File: src/rtl/cart_macros.svh
`ifndef CART_MACROS_SVH
`define CART_MACROS_SVH

// ------------------------------
// bus and data widths
// ------------------------------
`define CART_ADDR_W         16                  // cpu address
`define CART_DATA_W         8                   // byte wide everywhere

// ------------------------------
// banking geometry
// ------------------------------
`define CART_ROM_BANK_W     9                   // up to 512 banks of 16k
`define CART_ROM_OFS_W      14                  // offset inside a 16k rom bank
`define CART_ROM_ADDR_W     23                  // bank above offset, 8 MB
`define CART_RAM_BANK_W     4                   // up to 16 banks of 8k
`define CART_RAM_OFS_W      13                  // offset inside an 8k ram bank
`define CART_RAM_ADDR_W     17                  // 128 KB of cart ram
`define CART_RAM_SIZE       (1 << `CART_RAM_ADDR_W)

// ------------------------------
// header byte offsets in the image
// ------------------------------
`define CART_HDR_TYPE       'h147               // cartridge type / mapper code
`define CART_HDR_ROM_SIZE   'h148
`define CART_HDR_RAM_SIZE   'h149

// misc constants
`define CART_RAM_ENABLE_KEY 4'hA                // low nibble that opens ram
`define CART_OPEN_BUS       8'hFF               // value of an undriven bus

`endif

File: src/rtl/cart_pkg.sv
package cart_pkg;

	// ------------------------------
	// mapper kinds
	// ------------------------------
	// decoded from the type byte of the header, everything unknown
	// falls back to a plain 32k rom
	typedef enum logic [2:0] {
		MBC_NONE,   // rom only, no banking
		MBC_1,
		MBC_2,      // 512 x 4 bit internal ram
		MBC_3,      // rtc capable
		MBC_5
	} mbc_kind_e;

	// ------------------------------
	// register write opcodes
	// ------------------------------
	// a write into rom space hits one of these, picked by addr[15:13]
	typedef enum logic [2:0] {
		OP_RAM_ENABLE = 3'b000, // 0000-1fff
		OP_ROM_BANK   = 3'b001, // 2000-3fff
		OP_RAM_BANK   = 3'b010, // 4000-5fff, also rtc select on mbc3
		OP_MODE       = 3'b011  // 6000-7fff, banking mode on mbc1
	} mbc_reg_op_e;

	// ------------------------------
	// cpu bus sequencer states
	// ------------------------------
	typedef enum logic [1:0] {
		ST_IDLE,     // ready for a new request
		ST_ROM_REQ,  // rom request presented, waiting for rom_ready
		ST_ROM_WAIT, // rom request taken, waiting for the data
		ST_RESP      // ram / open bus data on its way back
	} bus_state_e;

endpackage

File: src/rtl/cart_bus_ctrl.sv
`timescale 1ns/100ps

`include "cart_macros.svh"

module cart_bus_ctrl import cart_pkg::*; (
	input  logic                        clk_sys,
	input  logic                        reset,
	input  logic                        dl_active_i,
	input  logic                        bus_valid_i,
	input  logic                        bus_write_i,
	input  logic [`CART_ADDR_W-1:0]     bus_addr_i,
	input  logic [`CART_ROM_ADDR_W-1:0] rom_addr_i,   // mapped address from mbc_map
	input  logic                        rom_ready_i,
	input  logic                        rom_rvalid_i,
	input  logic [`CART_DATA_W-1:0]     rom_rdata_i,
	input  logic [`CART_DATA_W-1:0]     ram_rdata_i,
	output logic                        bus_ready_o,
	output logic [`CART_DATA_W-1:0]     bus_rdata_o,
	output logic                        bus_rvalid_o,
	output logic                        reg_wr_en_o,
	output logic                        ram_wr_en_o,
	output logic                        rom_valid_o,
	output logic [`CART_ROM_ADDR_W-1:0] rom_addr_o
);

	bus_state_e state;
	logic       accept;
	logic       is_rom;       // 0000-7fff
	logic       is_ram;       // a000-bfff
	logic       resp_ram_q;   // ST_RESP returns ram data, else open bus

	assign is_rom = !bus_addr_i[15];
	assign is_ram = (bus_addr_i[15:13] == 3'b101);

	assign bus_ready_o = (state == ST_IDLE) && !dl_active_i;
	assign accept      = bus_valid_i && bus_ready_o;
	assign reg_wr_en_o = accept && bus_write_i && is_rom;     // writes are done here
	assign ram_wr_en_o = accept && bus_write_i && is_ram;
	assign rom_valid_o = (state == ST_ROM_REQ);

	// ------------------------------
	// sequencer
	// ------------------------------
	always_ff @(posedge clk_sys) begin
		if (reset) begin
			state        <= ST_IDLE;
			bus_rvalid_o <= 1'b0;
		end else begin
			bus_rvalid_o <= 1'b0;                          // single cycle pulse
			case (state)
				ST_IDLE: begin
					if (accept && !bus_write_i)
						state <= is_rom ? ST_ROM_REQ : ST_RESP;
				end
				ST_ROM_REQ: if (rom_ready_i) state <= ST_ROM_WAIT;
				ST_ROM_WAIT: begin
					if (rom_rvalid_i) begin
						state        <= ST_IDLE;
						bus_rvalid_o <= 1'b1;
					end
				end
				default: begin                             // ST_RESP, ram data is out now
					state        <= ST_IDLE;
					bus_rvalid_o <= 1'b1;
				end
			endcase
		end
	end

	// payload side
	always_ff @(posedge clk_sys) begin
		if (accept) begin
			rom_addr_o <= rom_addr_i;                      // held through back-pressure
			resp_ram_q <= is_ram;
		end
		if (state == ST_ROM_WAIT)
			bus_rdata_o <= rom_rdata_i;
		else if (state == ST_RESP)
			bus_rdata_o <= resp_ram_q ? ram_rdata_i : `CART_OPEN_BUS;  // unmapped reads float
	end

endmodule

File: config.mk
export PLATFORM = sky130hd
export DESIGN_NAME = cart_bus_ctrl
export DESIGN_NICKNAME = d
export VERILOG_FILES = /design/src/rtl/cart_pkg.sv /design/src/rtl/cart_bus_ctrl.sv
export VERILOG_INCLUDE_DIRS = /design/src /design/src/rtl
export SDC_FILE = /design/constraint.sdc
export NUM_CORES = 1
export LEC_CHECK = 0
export BUFFER_PORTS_ARGS = -buffer_cell sky130_fd_sc_hd__buf_4
export CAP_MARGIN = 10
export CELL_PAD_IN_SITES_DETAIL_PLACEMENT = 0
export CELL_PAD_IN_SITES_GLOBAL_PLACEMENT = 1
export CORE_AREA = 2 2 69 71
export DETAILED_ROUTE_END_ITERATION = 6
export DIE_AREA = 0 0 71 73
export PLACE_DENSITY = 0.77
export SLEW_MARGIN = 20
export SYNTH_ARGS = -nofsm -noshare
export SYNTH_HDL_FRONTEND = slang
export SYNTH_SLANG_ARGS = --single-unit
File: constraint.sdc
create_clock -name clk_sys -period 5.1 [get_ports clk_sys]
set_input_delay 0.51 -clock clk_sys [delete_from_list [all_inputs] [get_ports clk_sys]]
set_output_delay 0.51 -clock clk_sys [all_outputs]
set_load 0.005 [all_outputs]
==> results.yml <==
run_status:
  status: "finished, final reports clean"
final_layout:
  nFillCells: 420
  drive_gt1_share_pct: 56.55
  nets: 229
  diodes: 0
  instances_no_fill: 222
  syn_to_final_growth_pct: 60.02
  seq_area_sq_um: 1021
  multi_input_area_sq_um: 196.4
pwr:
  p_per_area_nw_per_um2: 287.2
  max-vdd-ir-drop_v: 0.0001020
  leakage_nw: 0.8839
detailed_routing:
  via_count: 957
  ant_nets: 0
  viasPerCell: 4.311
  wl_per_cell_um: 13.57
  post-route-drc-count: 0
  drt_first_pass_iters: 4
  drt_iter0_markers: 42
  drt-total-wl_mm: 3.012
worst_setup_path:
  r2r_start: "state[1]$_SDFFE_PP0P_"
  rr_endpoint: "bus_rdata_o[3]$_DFFE_PP_"
  endpoint_kind: "primary output"
  critPathLaunch: "state[1]$_SDFFE_PP0P_"
  worstPathRequired_ns: 4.59
  r2r_slack_ns: 3.43
  crit_path_start_kind: "flop"
  path_class: "reg -> out"
  reg2reg_depth: 3
  critPathMaxFanout: 28
  cp.arrival_ns: 1.82
worst_hold_path:
  whs_endpoint: "rom_addr_o[4]$_DFFE_PP_"
  hold_depth: 1
  min_from: "rom_addr_i[4]"
  hp-class: "in -> reg"
floorplan:
  io_pins: 98
  initial_core_util_pct: 28.08
  chipWidth_um: 71
  rows: 25
  core_sq_um: 4536
  die_area_sq_um: 5183
  die_y_um: 73
yosys:
  synth_area_leaders: "edfxtp_1 75%, dfxtp_1 4.7%, a31oi_1 3.9%, nor2_1 2.9%, inv_1 2.4%"
  yosysSeqAreaShare_pct: 80.16
  synthDominantCellAreaShare_pct: 75.44
  avgSynthCellArea_sq_um: 16.12
  synth_nets: 141
  syn_area_sq_um: 1274
  ys_warn_count: 0
  ys_ff_latch: 35
  synth_cell_types: 20
  yosysTopAreaCell: "edfxtp_1"
  syn_inst: 79
timing:
  worst_pin_slew_ns: 0.5888
  rsz0062_at_grt: "no"
  tns_ns: 0
  clock_skew_ns: 0.005354
  setup_violations: 0
  fmax_mhz: 429.2
  post-route-period-util_pct: 45.69
  slew_violations: 0
  hold_viol: 0
  setup_ws_ns: 2.770
  period_needed_ns: 2.330
  slew_headroom_pct: 60.69
global_routing:
  grt_pass1_wl_mm: 4.374
  grt_pass1_vias: 1001
  grt_start_max_net_pins: 29
  antenna_found_initial: 0
  track_usage_pct: 11.15
  gr-total-overflow: 0
clocking:
  cts_buffers: 5
  cts_hold_buf: 0
  post_cts_resized: 0
  clk_path_buf_depth: 2
  cts_sinks: 35
  clk_latency_ns: 0.28
  cts-root-buf: "clkbuf_8"
  cts_tree: "built"
  path_clk_slew_ns: 0.07
  htreeDepth: 2
  post_cts_buffers: 0
place:
  place_ws_ns: 3.044
  placedCellCount: 214
  gp_congestion: 0.7008
  portBuffers: 84
  hpwl_mm: 2.358
job:
  cap_violations: 0
==> metrics by stage <==
stage          power (W)  hold slack, ns  util [%]  cell area [sq um]
2_1_floorplan  0.0003537          0.5438         -               1274
3_3_place_gp   0.0003996          0.6108     43.06               1953
3_5_place_dp   0.0004020          0.6279     43.06               1953
4_1_cts        0.0005930          0.3915     44.94               2038
5_1_grt        0.0006125          0.3800     44.94               2038
6_report       0.0005855          0.3991     44.94               2038
==> cell families (layout without fill, tap and decap cells) <==
kind of cell | after synthesis | count (layout) | synth area share, %
simple gates | 21 | 21 | 10.12
buf+inv | 12 | 101 | 4.420
flops | 35 | 35 | 80.16
compound gates | 11 | 11 | 5.305
==> Yosys cell counts, drive strengths merged <==
cell type and n:
buf 3, a22oi 1, nor4b 1, inv 8, and3 1, clkbuf 1, nand2b 3, nand3b 1
edfxtp 32, nor3b 1, a21oi 2, dfxtp 3, and3b 1, a31oi 8, nor3 1, nor2 10
and2b 1, nand2 1
==> where the power goes <==
part / internal [W] / leakage, nW / switching, W
Sequential: 0.000327 / 0.319 / 0.00000545
Clock: 0.0000953 / 0.0412 / 0.0000953
Combinational: 0.0000408 / 0.524 / 0.0000215
Total: 0.000463 / 0.884 / 0.000122
==> final cells by class <==
| class | count | area share [%] |
|---|---|---|
| flip-flops and latches | 35 | 50.09 |
| well taps | 54 | 3.315 |
| inverters | 8 | 1.473 |
| repair buffers | 85 | 31.31 |
| multi-input cells | 32 | 9.638 |
| clock inverters | 2 | 0.6139 |
| clock buffers | 6 | 3.560 |
==> flip-flops by register name, summed over array words and instances (netlist names) <==
name	count
bus_rdata_o	8
rom_addr_o	23
bus_rvalid_o	1
resp_ram_q	1
state	2
==> worst max-delay path: stages, from the launching register on <==
cell and delay (ns):
dfxtp_1 0.49, nor4b_4 0.34, buf_4 0.37, and3_2 0.24, buf_4 0.10
==> per-layer routing <==
metal | vias to the layer above | share of wire, % | global-route usage (%)
met5 | - | 0 | 0
met4 | 0 | 1.5 | 4.403
met3 | 5 | 5.1 | 3.729
met2 | 37 | 57 | 20.46
met1 | 454 | 37 | 11.80
li1 | 461 | - | -
==> how the worst max path moves through the flow <==
stage | slack, ns | depth (start not counted) | to
2_1_floorplan | 2.76 | 2 | ram_wr_en_o
3_3_place_gp | 3.09 | 5 | ram_wr_en_o
3_5_place_dp | 3.04 | 5 | ram_wr_en_o
4_1_cts | 2.74 | 4 | ram_wr_en_o
5_1_grt | 2.62 | 4 | ram_wr_en_o
6_report | 2.77 | 4 | ram_wr_en_o
==> placed cells by master, fill, tap and decap left out <==
cell type   instances
nor3b_1             1
nand3b_1            1
buf_4              85
a31oi_1             8
and3b_1             1
nor2_1             10
and3_2              1
clkinvlp_4          1
and2b_2             1
nand2_1             1
clkbuf_8            5
clkinv_2            1
inv_1               8
a21oi_1             2
nand2b_1            3
edfxtp_1           32
nor3_1              1
dfxtp_1             3
a22oi_1             1
nor4b_4             1
clkbuf_1            1
(Power assumes the default switching activity.)
