## src/rtl/cart_macros.svh

```systemverilog
`ifndef CART_MACROS_SVH
`define CART_MACROS_SVH

// ------------------------------
// bus and data widths
// ------------------------------
`define CART_ADDR_W         16                  // cpu address
`define CART_DATA_W         8                   // byte wide everywhere

// ------------------------------
// banking geometry
// ------------------------------
`define CART_ROM_BANK_W     9                   // up to 512 banks of 16k
`define CART_ROM_OFS_W      14                  // offset inside a 16k rom bank
`define CART_ROM_ADDR_W     23                  // bank above offset, 8 MB
`define CART_RAM_BANK_W     4                   // up to 16 banks of 8k
`define CART_RAM_OFS_W      13                  // offset inside an 8k ram bank
`define CART_RAM_ADDR_W     17                  // 128 KB of cart ram
`define CART_RAM_SIZE       (1 << `CART_RAM_ADDR_W)

// ------------------------------
// header byte offsets in the image
// ------------------------------
`define CART_HDR_TYPE       'h147               // cartridge type / mapper code
`define CART_HDR_ROM_SIZE   'h148
`define CART_HDR_RAM_SIZE   'h149

// misc constants
`define CART_RAM_ENABLE_KEY 4'hA                // low nibble that opens ram
`define CART_OPEN_BUS       8'hFF               // value of an undriven bus

`endif

```

## src/rtl/cart_pkg.sv

```systemverilog
package cart_pkg;

	// ------------------------------
	// mapper kinds
	// ------------------------------
	// decoded from the type byte of the header, everything unknown
	// falls back to a plain 32k rom
	typedef enum logic [2:0] {
		MBC_NONE,   // rom only, no banking
		MBC_1,
		MBC_2,      // 512 x 4 bit internal ram
		MBC_3,      // rtc capable
		MBC_5
	} mbc_kind_e;

	// ------------------------------
	// register write opcodes
	// ------------------------------
	// a write into rom space hits one of these, picked by addr[15:13]
	typedef enum logic [2:0] {
		OP_RAM_ENABLE = 3'b000, // 0000-1fff
		OP_ROM_BANK   = 3'b001, // 2000-3fff
		OP_RAM_BANK   = 3'b010, // 4000-5fff, also rtc select on mbc3
		OP_MODE       = 3'b011  // 6000-7fff, banking mode on mbc1
	} mbc_reg_op_e;

	// ------------------------------
	// cpu bus sequencer states
	// ------------------------------
	typedef enum logic [1:0] {
		ST_IDLE,     // ready for a new request
		ST_ROM_REQ,  // rom request presented, waiting for rom_ready
		ST_ROM_WAIT, // rom request taken, waiting for the data
		ST_RESP      // ram / open bus data on its way back
	} bus_state_e;

endpackage

```

## src/rtl/cart_header.sv

```systemverilog
`timescale 1ns/100ps

`include "cart_macros.svh"

module cart_header import cart_pkg::*; (
	input  logic                        clk_sys,
	input  logic                        reset,
	input  logic                        dl_active_i,  // image load in progress
	input  logic                        dl_valid_i,
	input  logic [`CART_ROM_ADDR_W-1:0] dl_addr_i,    // byte offset into the image
	input  logic [`CART_DATA_W-1:0]     dl_data_i,
	output mbc_kind_e                   mbc_kind_o,
	output logic [`CART_ROM_BANK_W-1:0] rom_mask_o,
	output logic [`CART_RAM_BANK_W-1:0] ram_mask_o
);

	logic                    dl_active_q;   // for the start of a download
	logic [`CART_DATA_W-1:0] hdr_type_q;
	logic [`CART_DATA_W-1:0] hdr_rom_size_q;
	logic [`CART_DATA_W-1:0] hdr_ram_size_q;

	// ------------------------------
	// header capture
	// ------------------------------
	always_ff @(posedge clk_sys) begin
		if (reset) begin
			dl_active_q    <= 1'b0;
			hdr_type_q     <= '0;
			hdr_rom_size_q <= '0;
			hdr_ram_size_q <= '0;
		end else begin
			dl_active_q <= dl_active_i;
			// new image, forget the old cart
			if (dl_active_i && !dl_active_q) begin
				hdr_type_q     <= '0;
				hdr_rom_size_q <= '0;
				hdr_ram_size_q <= '0;
			end
			// a beat in the same cycle still lands, it comes after the clear
			if (dl_active_i && dl_valid_i) begin
				if (dl_addr_i == `CART_HDR_TYPE)     hdr_type_q     <= dl_data_i;
				if (dl_addr_i == `CART_HDR_ROM_SIZE) hdr_rom_size_q <= dl_data_i;
				if (dl_addr_i == `CART_HDR_RAM_SIZE) hdr_ram_size_q <= dl_data_i;
			end
		end
	end

	// ------------------------------
	// decode
	// ------------------------------
	always_comb begin
		case (hdr_type_q) inside
			[8'h01:8'h03]: mbc_kind_o = MBC_1;    // plain, +ram, +ram+battery
			[8'h05:8'h06]: mbc_kind_o = MBC_2;
			[8'h0F:8'h13]: mbc_kind_o = MBC_3;    // with and without timer
			[8'h19:8'h1E]: mbc_kind_o = MBC_5;    // incl. rumble variants
			default:       mbc_kind_o = MBC_NONE;
		endcase
	end

	always_comb begin
		// 2 << c banks, code 8 wraps to all ones in 9 bits
		if (hdr_rom_size_q <= 8'd8)
			rom_mask_o = (9'd2 << hdr_rom_size_q[3:0]) - 9'd1;
		else
			rom_mask_o = 9'h07F;                  // odd sizes 0x52..0x54, 128 banks
	end

	always_comb begin
		if (hdr_ram_size_q == 8'd3)
			ram_mask_o = 4'h3;                    // 32k, 4 banks
		else if (hdr_ram_size_q >= 8'd4)
			ram_mask_o = 4'hF;                    // 128k, 16 banks
		else
			ram_mask_o = 4'h0;                    // none, 2k or a single 8k bank
	end

endmodule

```

## config.mk

```make
export PLATFORM = sky130hd
export DESIGN_NAME = cart_header
export DESIGN_NICKNAME = d
export VERILOG_FILES = /design/src/rtl/cart_pkg.sv /design/src/rtl/cart_header.sv
export VERILOG_INCLUDE_DIRS = /design/src /design/src/rtl
export SDC_FILE = /design/constraint.sdc
export NUM_CORES = 1
export LEC_CHECK = 0
export ABC_CLOCK_PERIOD_IN_PS = 2500
export BUFFER_PORTS_ARGS = -buffer_cell sky130_fd_sc_hd__buf_2
export CAP_MARGIN = 40
export CORE_MARGIN = 4
export CORE_UTILIZATION = 48
export DETAILED_ROUTE_END_ITERATION = 10
export MAX_ROUTING_LAYER = met4
export PLACE_DENSITY = 0.78
export SYNTH_ARGS = -nofsm -noshare
export SYNTH_HDL_FRONTEND = slang
export SYNTH_SLANG_ARGS = --single-unit
```

## constraint.sdc

```tcl
create_clock -name clk_sys -period 2.5 [get_ports clk_sys]
set_clock_uncertainty 0.05 [all_clocks]
set_input_delay 0.25 -clock clk_sys [delete_from_list [all_inputs] [get_ports clk_sys]]
set_output_delay 0.25 -clock clk_sys [all_outputs]
set_load 0.1 [all_outputs]
```

==> impl_metrics.ini <==
[outcome]
status = complete, no violations

[critical_path]
crit_path_start = hdr_rom_size_q[1]$_SDFF_PP0_
r2r_setup_slack_ns = 1.37
cp_cell_sequence = nor2_2 > nand2_1 > ha_2 > or3_1 > a21oi_1 > o21a_1 > buf_12
cp_slowest_cell = dfxtp_1
crit_required_ns = 2.20
r2r_start = dl_active_q$_SDFF_PP0_
start_kind = flop
crit_family = simple AND/OR/NAND/NOR gates
end_kind = primary output
crit_arrival_ns = 2.08
path_buf_inv = 1
crit_type = reg -> out
path_max_fanout = 10
slowest_delay_ns = 0.42

[timing]
final.setup.tns_ns = 0
fmax_mhz = 420
period_minus_slack_ns = 2.38
setup_viol = 0
slew_violations = 0
period_share_pct = 95.3
slew-limit-headroom_pct = 53.5
worst_pin_slew_ns = 0.693
finalHoldViolations = 0
hold_slack_ns = 0.123

[pwr]
power_frac_seq_pct = 62.2
p_comb_share_pct = 9.5
p_clk_share_pct = 28.3
p_sw_share_pct = 24.0
totalPowerFinal_uw = 642
p_int_uw = 488
power_density_nw_per_um2 = 379
netSwitchingPower_uw = 154
p_leak_nw = 0.786
ir_worst_vdd_mv = 0.423

[yosys]
ys_types = 34
synth_cells = 157
seq_area_frac_synth_pct = 37.0
avgSynthCellArea_um2 = 8.61
synth-warning-count = 0
syn-cell-area_um2 = 1350
synth-seq-cells = 25
syn_nets = 193

[placed_design]
dpl.cell_count = 228
io_buffers = 49
dp_hpwl_um = 2540
place.gp.congestion = 0.811

[layout]
fin_nets = 239
drive_gt1_share_pct = 35.1
diodes = 0
fin_util_pct = 65.4
syn2layout_area_growth_pct = 25.2
fin_cells = 232

[floorplanning]
rows = 18
ios = 51
die_y_um = 61.1
die_x_um = 61.1
start_util_pct = 52.2
dieArea_um2 = 3730
coreArea_um2 = 2590

[drt]
wl_per_cell_um = 13.6
dr.pass1.iters = 4
drtAntennaViolNets = 0
finalWirelength_um = 3160
via_per_inst = 5.30
vias = 1229
drc = 0
drt_iter0_drc = 46

[cts]
cts_root_buffer = clkbuf_4
numCtsBuffers = 3
clock_sinks = 25
cts_resized = 2
path_clk_slew_ns = 0.13
hold_buffers = 0
cts.htree.levels = 1
insertion_delay_ns = 0.31
clockBufferDepth = 2
post-cts-setup-buffers = 0
cts_tree = done

[grt]
grt_util_all_layers_pct = 19.0
antenna_found_initial = 0
grt_pass1_vias = 1270
grt_pass1_wl_um = 5310
grt_max_degree = 25
grt_overflow_total = 0

[hold_path]
min_path_type = in -> reg
min_from = reset

[flow_run]
maxCapViolations = 0
==> state kept, by name (all words and copies together), names as in the netlist <==
signal and flops:
dl_active_q 1, hdr_ram_size_q 8, hdr_rom_size_q 8, hdr_type_q 8
==> placed cells by master (no fill, tap or decap), drive strengths merged <==
cell	count
nor4	7
or3b	1
a21o	1
buf	51
clkinvlp	1
and4b	2
nor3	3
o21a	1
nor3b	2
xnor2	1
a21oi	5
mux2i	24
o21ai	4
nand2	35
dfxtp	25
nand3b	3
nor4bb	1
nor2	6
inv	1
o311ai	1
nor2b	2
nand2b	8
clkbuf	4
or4b	2
nand3	2
o31ai	1
o22ai	1
ha	1
and3	2
conb	1
nand4	1
or3	2
==> final cells by class <==
class | instances | area, µm²
Timing Repair Buffer | 52 | 288
Multi-Input combinational cell | 120 | 830
Sequential cell | 25 | 504
Clock buffer | 3 | 22.5
Clock inverter | 1 | 7.51
Tap cell | 30 | 37.5
Fill cell | 214 | 897
Inverter | 1 | 3.75
==> metal layers <==
layer,global-route usage (%),share of wire (%)
met1,21.9,41
met2,35.3,54
met3,2.52,4.3
met4,2.48,0
met5,-,0
==> cells by family after synthesis <==
logic type,count (synthesis),synth area share [%]
compound gates,14,6.11
xor+xnor,1,0.648
fa+ha+maj,1,0.925
buf+inv,12,4.72
flops,25,37.0
mux,24,17.8
other cells,1,0.277
simple gates,79,32.6
==> worst paths after layout <==
check,end,depth (start not counted)
worst min register to register,hdr_type_q[7]$_SDFF_PP0_,2
worst min-delay path,dl_active_q$_SDFF_PP0_,2
worst max register to register,hdr_type_q[5]$_SDFF_PP0_,5
worst max-delay path,rom_mask_o[7],7
==> worst register-to-register path: cells and delay by family, from the launching register on <==
kind / cells / cell delay [ns]
mux: 1 / 0.15
buf+inv: 2 / 0.31
flops: 1 / 0.34
compound gates: 1 / 0.13
simple gates: 1 / 0.09
==> synthesized netlist by cell type <==
| cell type | n | area (µm²) |
|---|---|---|
| nand2_1 | 35 | 131 |
| dfxtp_1 | 25 | 500 |
| mux2i_1 | 24 | 240 |
| nand2b_1 | 8 | 50.1 |
| clkbuf_1 | 7 | 26.3 |
| nor2_1 | 6 | 22.5 |
| nor4_1 | 6 | 37.5 |
| a21oi_1 | 5 | 25.0 |
| o21ai_0 | 4 | 20.0 |
| buf_4 | 3 | 22.5 |
| nand3b_1 | 3 | 22.5 |
| and3_1 | 2 | 12.5 |
| and4b_1 | 2 | 20.0 |
| nand3_1 | 2 | 10.0 |
| nor2b_1 | 2 | 12.5 |
| nor3_1 | 2 | 10.0 |
| nor3b_1 | 2 | 15.0 |
| or3_1 | 2 | 12.5 |
| or4b_4 | 2 | 27.5 |
| a21o_1 | 1 | 7.51 |
| buf_6 | 1 | 11.3 |
| conb_1 | 1 | 3.75 |
| ha_1 | 1 | 12.5 |
| inv_1 | 1 | 3.75 |
| nand4_1 | 1 | 6.26 |
| nor3_2 | 1 | 10.0 |
| nor4_4 | 1 | 21.3 |
| nor4bb_1 | 1 | 10.0 |
| o21a_1 | 1 | 7.51 |
| o22ai_1 | 1 | 6.26 |
| o311ai_0 | 1 | 8.76 |
| o31ai_1 | 1 | 7.51 |
| or3b_2 | 1 | 8.76 |
| xnor2_1 | 1 | 8.76 |
==> metrics by stage <==
stage	setup WS (ns)	instance area, µm²
finish	0.117	1690
floorplan	-0.316	1380
CTS	0.0196	1680
detailed placement	0.316	1640
global placement	0.438	1640
global route	-0.0427	1690
==> power groups by stage <==
stage               registers (mW)  logic (mW)  clock network, mW
floorplan                    0.408      0.0290                  0
global placement             0.408      0.0588                  0
detailed placement           0.408      0.0612                  0
CTS                          0.400      0.0611              0.186
global route                 0.400      0.0666              0.205
finish                       0.399      0.0609              0.182
Note: power is estimated with default switching activity, not from simulation.
