<file path="src/rtl/cart_macros.svh">
`ifndef CART_MACROS_SVH
`define CART_MACROS_SVH

// ------------------------------
// bus and data widths
// ------------------------------
`define CART_ADDR_W         16                  // cpu address
`define CART_DATA_W         8                   // byte wide everywhere

// ------------------------------
// banking geometry
// ------------------------------
`define CART_ROM_BANK_W     9                   // up to 512 banks of 16k
`define CART_ROM_OFS_W      14                  // offset inside a 16k rom bank
`define CART_ROM_ADDR_W     23                  // bank above offset, 8 MB
`define CART_RAM_BANK_W     4                   // up to 16 banks of 8k
`define CART_RAM_OFS_W      13                  // offset inside an 8k ram bank
`define CART_RAM_ADDR_W     17                  // 128 KB of cart ram
`define CART_RAM_SIZE       (1 << `CART_RAM_ADDR_W)

// ------------------------------
// header byte offsets in the image
// ------------------------------
`define CART_HDR_TYPE       'h147               // cartridge type / mapper code
`define CART_HDR_ROM_SIZE   'h148
`define CART_HDR_RAM_SIZE   'h149

// misc constants
`define CART_RAM_ENABLE_KEY 4'hA                // low nibble that opens ram
`define CART_OPEN_BUS       8'hFF               // value of an undriven bus

`endif

</file>
<file path="src/rtl/cart_pkg.sv">
package cart_pkg;

	// ------------------------------
	// mapper kinds
	// ------------------------------
	// decoded from the type byte of the header, everything unknown
	// falls back to a plain 32k rom
	typedef enum logic [2:0] {
		MBC_NONE,   // rom only, no banking
		MBC_1,
		MBC_2,      // 512 x 4 bit internal ram
		MBC_3,      // rtc capable
		MBC_5
	} mbc_kind_e;

	// ------------------------------
	// register write opcodes
	// ------------------------------
	// a write into rom space hits one of these, picked by addr[15:13]
	typedef enum logic [2:0] {
		OP_RAM_ENABLE = 3'b000, // 0000-1fff
		OP_ROM_BANK   = 3'b001, // 2000-3fff
		OP_RAM_BANK   = 3'b010, // 4000-5fff, also rtc select on mbc3
		OP_MODE       = 3'b011  // 6000-7fff, banking mode on mbc1
	} mbc_reg_op_e;

	// ------------------------------
	// cpu bus sequencer states
	// ------------------------------
	typedef enum logic [1:0] {
		ST_IDLE,     // ready for a new request
		ST_ROM_REQ,  // rom request presented, waiting for rom_ready
		ST_ROM_WAIT, // rom request taken, waiting for the data
		ST_RESP      // ram / open bus data on its way back
	} bus_state_e;

endpackage

</file>
<file path="src/rtl/mbc_map.sv">
`timescale 1ns/100ps

`include "cart_macros.svh"

module mbc_map import cart_pkg::*; (
	input  logic [`CART_ADDR_W-1:0]     bus_addr_i,
	input  mbc_kind_e                   mbc_kind_i,
	input  logic [`CART_ROM_BANK_W-1:0] rom_mask_i,
	input  logic [`CART_RAM_BANK_W-1:0] ram_mask_i,
	input  logic [`CART_ROM_BANK_W-1:0] rom_bank_i,
	input  logic [`CART_RAM_BANK_W-1:0] ram_bank_i,
	input  logic                        mbc1_mode_i,
	output logic [`CART_ROM_ADDR_W-1:0] rom_addr_o,
	output logic [`CART_RAM_ADDR_W-1:0] ram_addr_o
);

	logic [`CART_ROM_BANK_W-1:0] rom_bank_sel;
	logic [`CART_RAM_BANK_W-1:0] ram_bank_sel;
	logic [6:0]                  mbc1_bank;    // ram bank bits on top of the 5 bit rom bank

	// upper two bits only count in mode 0
	assign mbc1_bank = {(mbc1_mode_i ? 2'b00 : ram_bank_i[1:0]), rom_bank_i[4:0]};

	// ------------------------------
	// rom bank
	// ------------------------------
	always_comb begin
		if (bus_addr_i[15:14] == 2'b00) begin
			rom_bank_sel = '0;                                // 0000-3fff fixed bank 0
		end else begin
			case (mbc_kind_i)
				MBC_1:        rom_bank_sel = {2'b00, mbc1_bank} & rom_mask_i;
				MBC_2, MBC_3: rom_bank_sel = {2'b00, rom_bank_i[6:0]} & rom_mask_i;
				MBC_5:        rom_bank_sel = rom_bank_i & rom_mask_i;       // 9 bits
				default:      rom_bank_sel = {8'd0, bus_addr_i[14]};       // flat 32k
			endcase
		end
	end

	assign rom_addr_o = {rom_bank_sel, bus_addr_i[`CART_ROM_OFS_W-1:0]};

	// ------------------------------
	// ram bank
	// ------------------------------
	always_comb begin
		case (mbc_kind_i)
			MBC_1: begin
				// banked only in 4/32 mode
				ram_bank_sel = {2'b00, (mbc1_mode_i ? ram_bank_i[1:0] : 2'b00) & ram_mask_i[1:0]};
			end
			MBC_3:   ram_bank_sel = {2'b00, ram_bank_i[1:0] & ram_mask_i[1:0]};
			MBC_5:   ram_bank_sel = ram_bank_i & ram_mask_i;
			default: ram_bank_sel = '0;                       // mbc2 and rom only
		endcase
	end

	assign ram_addr_o = {ram_bank_sel, bus_addr_i[`CART_RAM_OFS_W-1:0]};

endmodule

</file>
<file path="config.mk">
export PLATFORM = sky130hd
export DESIGN_NAME = mbc_map
export DESIGN_NICKNAME = d
export VERILOG_FILES = /design/src/rtl/cart_pkg.sv /design/src/rtl/mbc_map.sv
export VERILOG_INCLUDE_DIRS = /design/src /design/src/rtl
export SDC_FILE = /design/constraint.sdc
export NUM_CORES = 1
export LEC_CHECK = 0
export BUFFER_PORTS_ARGS = -buffer_cell sky130_fd_sc_hd__buf_2
export CELL_PAD_IN_SITES_DETAIL_PLACEMENT = 2
export CELL_PAD_IN_SITES_GLOBAL_PLACEMENT = 2
export CORE_MARGIN = 2
export CORE_UTILIZATION = 10
export DETAILED_ROUTE_END_ITERATION = 8
export PLACE_DENSITY_LB_ADDON = 0.05
export SLEW_MARGIN = 40
export SYNTH_ARGS = -nofsm -noshare
export SYNTH_HDL_FRONTEND = slang
export SYNTH_SLANG_ARGS = --single-unit
</file>
<file path="constraint.sdc">
create_clock -name vclk -period 1.2
set_input_delay 0.12 -clock vclk [all_inputs]
set_output_delay 0.12 -clock vclk [all_outputs]
set_load 0.01 [all_outputs]
</file>
==> results of run 1 <==
-- cell usage after synthesis --
cell type and count:
a31oi_1 4, nand2_1 7, and3_2 2, or3_4 1, or3b_4 1, and3b_1 1, o21ai_0 4, and3_1 6
nor4b_1 1, nor2_1 6, and2b_2 1, or2b_2 1, nand3_1 2, buf_4 27
-- worst max-delay path by stage --
stage                  start             end  slack [ps]  cells after the start
6_report       mbc_kind_i[0]  rom_addr_o[16]         -60                      5
3_3_place_gp   mbc_kind_i[0]  rom_addr_o[17]         -90                      5
2_1_floorplan  mbc_kind_i[0]  rom_addr_o[15]         180                      3
5_1_grt        mbc_kind_i[0]  rom_addr_o[16]         -80                      5
3_5_place_dp   mbc_kind_i[0]  rom_addr_o[17]        -110                      5
4_1_cts        mbc_kind_i[1]  rom_addr_o[17]         -40                      5
-- layout make-up --
cell class | count | area, um^2 | area share [%]
timing repair buffer | 50 | 314 | 48.7
multi-input combinational | 37 | 268 | 41.6
tap | 50 | 62.6 | 9.71
-- report_power, final --
group          switching, mW  internal, mW
Sequential                 0             0
Clock                      0             0
Combinational         0.0737         0.103
Total                 0.0737         0.103
-- routing by layer --
metal  GRT usage, %  vias to the layer above  wire, um
met5              0                        -         0
met4          0.500                        0         0
met3          0.812                        0       186
li1               -                      238         -
met2           11.3                       24       842
met1           6.54                      230       551
-- stage by stage --
step	power (mW)	util, %	TNS, ps	instance area (um^2)	setup WS [ps]
6_report	0.176	16.1	-204	644	-55.8
4_1_cts	0.158	14.4	-178	577	-38.2
3_3_place_gp	0.146	13.5	-713	539	-94.8
5_1_grt	0.198	16.1	-393	644	-81.3
2_1_floorplan	0.141	-	0	417	182
3_5_place_dp	0.145	13.5	-750	539	-107
-- cells by family after synthesis --
| family | Yosys count | synth area share, % |
|---|---|---|
| buffers and inverters | 27 | 48.6 |
| AND/OR/NAND/NOR | 29 | 40.5 |
| AO/OA/AOI/OAI | 8 | 10.8 |
-- timing repair --
action / in CTS / in global routing
hold endpoints to repair: 0 / 0
pin swaps: 8 / 4
gates cloned: 0 / 0
hold buffers: 0 / 0
gates resized for setup: 12 / 16
endpoints found under the setup margin: 11 / 11
==> out/qor.csv, run 1 <==
metric;value;unit
outcome;complete, but fails checks;
failed_checks;negative setup slack;
path_max_fanout;6;
ios;86;
post-place-cells;137;
critPathMaxStageDelay;370;ps
dp_hpwl;1330;um
min-delay-start;bus_addr_i[1];
holdWs;240;ps
synth_area_leader_cell;buf_4;
ir_drop;0.0351;mV
die_h;68.6;um
syn-num-nets;110;
drive_gt1_share;75.9;%
critical_path_arrival;1140;ps
syn_avg_cell_area;6.51;um^2
core;4000;um^2
power.leakage;0.328;nW
slew_violations;0;
hp-class;primary input to primary output;
n_antenna_cell;0;
grt_pass1_wl;2170;um
hold_path_depth;0;
drc_errors;0;
min_period;1260;ps
vias;492;
antenna_left;0;
path_buf_inv;2;
nets;135;
critPathSlowestCell;or3_4;
drtIter0Drc;9;
yosysTopAreaCellShare;48.6;%
grt_overflow_total;0;
rsz0062_at_grt;yes;
drt_wl_total;1580;um
end_kind;primary output;
initial_utilization;10.4;%
max_freq;796;MHz
gp_congestion;0.612;
worstPathCellList;buf_8, or3_4, and3b_2, and3_4, buf_6;
final_cell_mix;buf_2 (38), nand2_1 (7), buf_6 (5), buf_4 (5);
critPathKind;primary input to primary output;
cap_violations;0;
hold_viol;0;
hold_end;ram_addr_o[1];
setup_violations;5;
area_delta_synth_final;54.7;%
regArea;0;um^2
syn-instance-count;64;
crit_required;1080;ps
final_common_cell;buf_2;
power.density;274;nW/um^2
fp.dieW;68.6;um
synthTopCellsByArea;buf_4 (49%), and3_1 (9.0%), nand2_1 (6.3%);
grt_max_degree;8;
clockBufferCount;0;
relSlewSlack;83.3;%
grt_pass1_vias;481;
setup_ws;-55.8;ps
grt_antenna_before_repair;0;
nFillCells;481;
cp_top_family;simple AND/OR/NAND/NOR gates;
die_area;4700;um^2
wire_per_inst;11.5;um
period_share;105;%
finalNonFillerCells;137;
critPathLaunchType;primary input;
drtPass1Iterations;2;
yosysSeqAreaShare;0;%
io_buffers;45;
postCtsSetupRepairBufs;0;
yosysWarnings;0;
synth_cell_types;14;
fp-row-count;23;
grt_usage;5.69;%
netlist_area;417;um^2
nFlopsAndLatches;0;
via_per_inst;3.59;
worstMarginPinSlew;249;ps
(Power assumes the default switching activity.)
==> run 2, diff against run 1 <==
--- a/config.mk
+++ b/config.mk
@@ -14,4 +14,5 @@
 export DETAILED_ROUTE_END_ITERATION = 8
 export PLACE_DENSITY_LB_ADDON = 0.05
+export SETUP_SLACK_MARGIN = 0.4
 export SLEW_MARGIN = 40
 export SYNTH_ARGS = -nofsm -noshare
==> constraint.sdc (replaced) <==
create_clock -name vclk -period 1.2
set_input_delay 0.12 -clock vclk [all_inputs]
set_output_delay 0.12 -clock vclk [all_outputs]
set_load 0.1 [all_outputs]
==> run 2 against run 1 <==
  * The flow still finishes with violations (negative setup slack)
  * Maximum frequency is 7.1% lower
  * Largest power group unchanged
  * Combinational power is 130% higher
  * Sequential cell count stayed put
  * Wire length is 6.2% higher
  * Via count is 5.1% higher
  * Critical endpoint is now rom_addr_o[21]
  * Worst setup slack worse by 96 ps
  * Largest cell class unchanged
  * Cell area is 53% higher
==> out/qor.csv, run 2 (synthesis results as in run 1) <==
metric;value;unit;change
initial_utilization;10.4;%;unchanged
critPathLaunchType;primary input;;
critical_path_arrival;1230;ps;+90 ps
hold_viol;0;;unchanged
power.leakage;0.409;nW;+25%
path_max_fanout;4;;-2
grt_antenna_before_repair;0;;unchanged
p_clk_share;0;%;unchanged
clockBufferCount;0;;unchanged
grt_overflow_total;0;;unchanged
nFillCells;448;;-6.9%
via_per_inst;3.59;;about the same
critPathKind;primary input to primary output;;
end_kind;primary output;;
gp_congestion;0.593;;-3.1%
drtIter0Drc;6;;-3
slew_violations;0;;unchanged
intPower;183;uW;+78%
vias;517;;+5.1%
setup_violations;13;;+8
ios;86;;unchanged
drtPass1Iterations;2;;unchanged
relSlewSlack;76.7;%;-6.6 points
outcome;complete, but fails checks;;
p_comb_share;100.0;%;about the same
grt_pass1_vias;528;;+9.8%
final_cell_mix;buf_2 (29), buf_12 (13), buf_4 (9);;
grt_usage;6.54;%;+0.85 points
nets;142;;+5.2%
drc_errors;0;;unchanged
rsz0062_at_grt;yes;;
hp-class;primary input to primary output;;
max_freq;740;MHz;-7.1%
setup_ws;-152;ps;-96.4 ps
postLayoutCoreUtil;24.7;%;+8.6 points
core;4000;um^2;unchanged
die_area;4700;um^2;unchanged
p_seq_share;0;%;unchanged
final_common_cell;buf_2;;
die_h;68.6;um;unchanged
regArea;0;um^2;unchanged
wire_per_inst;11.7;um;+1.0%
antenna_left;0;;unchanged
drive_gt1_share;88.3;%;+12 points
area_delta_synth_final;137;%;
worstMarginPinSlew;346;ps;+96.2 ps
nFlopsAndLatches;0;;unchanged
min_period;1350;ps;+96.4 ps
io_buffers;45;;unchanged
failed_checks;negative setup slack;;
grt_max_degree;5;;-3
grt_pass1_wl;2390;um;+9.8%
fp-row-count;23;;unchanged
power.density;408;nW/um^2;+49%
n_antenna_cell;0;;unchanged
switching_share;54.6;%;+13 points
drt_wl_total;1680;um;+6.2%
fp.dieW;68.6;um;unchanged
cap_violations;0;;unchanged
period_share;113;%;+8.0 points
p_sw;220;uW;+200%
ir_drop;0.0787;mV;+120%
dp_hpwl;1440;um;+8.3%
fin_total_pwr;402;uW;+130%
hold_path_depth;0;;unchanged
crit_required;1080;ps;about the same
## run 2: changes by cell type in the layout (fill, tap and decap cells not counted), moves of 3 or more
cell	before	now
buf_4	5	9
buf_2	38	29
buf_12	0	13
and3_4	3	8
a31oi_4	1	4
a31oi_1	3	0
and3_1	3	0
## run 2: final timing paths
path	to	slack, ps	from
min	ram_addr_o[8]	240	bus_addr_i[8]
max	rom_addr_o[21]	-150	mbc_kind_i[0]
## run 2: timing repair
action / 4_1_cts / 5_1_grt
hold buffers: 0 / 0
hold endpoints to repair: 0 / 0
setup buffers: 1 / 2
pin swaps: 10 / 7
gates resized for setup: 40 / 2
endpoints found under the setup margin: 13 / 13
## run 2: critical path: stages
cell and delay [ps]:
buf_8 100, buf_6 110, or3b_4 430, nor2_4 100
and3_4 190, buf_12 170
## run 2: routing by layer
layer | global-route usage, % | wire (um) | up-vias | share of wire, %
li1 | - | - | 254 | -
met1 | 8.50 | 619 | 238 | 37
met2 | 11.9 | 848 | 25 | 51
met3 | 0.974 | 209 | 0 | 12
met4 | 0.250 | 0 | 0 | 0
met5 | 0 | 0 | - | 0
## run 2: final cells by class
cell class         count  area [um^2]  area share, %
well taps             50         62.6           6.34
repair buffers        57          552           55.9
multi-input cells     37          373           37.8
## run 2: power groups by stage
stage               registers [mW]  clock network [mW]  logic, mW
finish                           0                   0      0.402
global route                     0                   0      0.425
CTS                              0                   0      0.398
detailed placement               0                   0      0.333
global placement                 0                   0      0.332
floorplan                        0                   0      0.617
## run 2: through the flow
stage | hold slack [ps] | area, um^2 | setup TNS [ps] | instances | worst slack, ps
after global placement | 241 | 805 | -2790 | 141 | -311
after global routing | 240 | 987 | -1820 | 144 | -181
final | 240 | 987 | -1360 | 144 | -152
after detailed placement | 241 | 805 | -2800 | 141 | -319
after floorplan | 452 | 532 | -169 | 64 | -50.2
after CTS | 241 | 961 | -1690 | 142 | -172
==> run 3, diff against run 2 <==
- CORE_ASPECT_RATIO: default -> 0.8
- CORE_MARGIN: 2 -> default
==> run 3 against run 2 <==
  * Non-clock buffer count up 3
  * Sequential share of layout area did not move
  * Highest routed layer is now met4
  * The run still ends with negative setup slack left
  * Sequential cell count stayed put
  * Largest cell class unchanged
  * Combinational power grew 3%
  * Worst setup slack got worse by 20 ps
  * Cell count is 5.6% higher
  * Cell area is 3.4% higher
  * Worst hold slack hardly changed
  * Die area is 5.7% lower
  * Count of clock-buffer cells in the layout did not move
==> out/qor.csv, run 3 (synthesis results as in run 1) <==
metric;value;unit;change
failed_checks;negative setup slack;;
crit_cells;6;;unchanged
dp_hpwl;1480;um;+2.9%
fp.dieW;74.2;um;+8.2%
critical_path_arrival;1250;ps;+20 ps
crit_required;1080;ps;about the same
critPathKind;primary input to primary output;;
die_area;4430;um^2;-5.7%
grt_overflow_total;0;;unchanged
wire_per_inst;11.1;um;-4.8%
grt_usage;7.33;%;+0.79 points
setup_violations;13;;unchanged
critPathLaunchType;primary input;;
worstMarginPinSlew;381;ps;+35.1 ps
grt_max_degree;5;;unchanged
nFlopsAndLatches;0;;unchanged
dp_slack;-299;ps;+20.5 ps
fp-row-count;20;;-13%
relSlewSlack;74.3;%;-2.4 points
nets;145;;+2.1%
die_h;59.7;um;-13%
ios;86;;unchanged
end_kind;primary output;;
slew_violations;0;;unchanged
post-place-cells;147;;+4.3%
drt_wl_total;1690;um;+0.48%
grt_pass1_vias;579;;+9.7%
final_cell_mix;buf_2 (29), buf_12 (12), buf_4 (10);;
setup_ws;-173;ps;-20.4 ps
via_per_inst;3.60;;+0.23%
io_buffers;45;;unchanged
regArea;0;um^2;unchanged
path_buf_inv;3;;unchanged
nFillCells;456;;+1.8%
grt_pass1_wl;2560;um;+7.2%
power.leakage;0.426;nW;+4.1%
worstPathCellList;buf_8, or3_4, and3b_2, buf_6, and3_4, buf_12;;
min_period;1370;ps;+20.4 ps
antenna_left;0;;unchanged
power.density;408;nW/um^2;about the same
grt_antenna_before_repair;0;;unchanged
initial_utilization;10.7;%;+0.26 points
outcome;complete, but fails checks;;
n_antenna_cell;0;;unchanged
drc_errors;0;;unchanged
fin_setup_tns;-1520;ps;-160 ps
critPathSlowestCell;or3_4;;
critPathMaxStageDelay;380;ps;-50 ps
ir_drop;0.107;mV;+36%
cap_violations;0;;unchanged
hold_path_depth;0;;unchanged
holdWs;240;ps;+0.00900 ps
path_max_fanout;3;;-1
area_delta_synth_final;145;%;
hold_viol;0;;unchanged
final_common_cell;buf_2;;
hp-class;primary input to primary output;;
clockBufferCount;0;;unchanged
core;3900;um^2;-2.4%
drtPass1Iterations;1;;-1
gp_congestion;0.567;;-4.4%
vias;547;;+5.8%
finalNonFillerCells;152;;+5.6%
max_freq;729;MHz;-1.5%
cp_top_family;simple AND/OR/NAND/NOR gates;;
rsz0062_at_grt;yes;;
drive_gt1_share;88.7;%;+0.36 points
fin_total_pwr;416;uW;+3.4%
drtIter0Drc;0;;-6
period_share;114;%;+1.7 points
==> run 3: final cells by class <==
type / instances / area [um^2] / area share, %
repair buffers: 60 / 573 / 56.1
multi-input cells: 37 / 379 / 37.1
well taps: 55 / 68.8 / 6.74
==> run 3: timing repair <==
item,4_1_cts,5_1_grt
hold buffers,0,0
endpoints found under the setup margin,13,13
gates resized for setup,23,11
buffers inserted,3,2
pin swaps,6,9
==> run 3: worst paths after layout <==
path / from / end / slack, ps
min: bus_addr_i[11] / rom_addr_o[11] / 240
max: mbc_kind_i[0] / rom_addr_o[16] / -170
==> run 3: stage by stage <==
step           util, %  instance area, um^2
2_1_floorplan        -                  532
3_3_place_gp      21.7                  848
3_5_place_dp      21.7                  848
4_1_cts           24.6                  962
5_1_grt           26.2                 1020
6_report          26.2                 1020
==> run 3: layer usage <==
layer / wire length (um) / GRT usage [%]
met5: 0 / 0
met4: 4 / 0.824
met3: 236 / 2.19
met2: 774 / 13.5
met1: 671 / 8.59
==> run 3: where the power goes <==
group	internal (mW)	leakage [nW]	switching, mW
Combinational	0.191	0.426	0.226
Sequential	0	0	0
Clock	0	0	0
Total	0.191	0.426	0.226
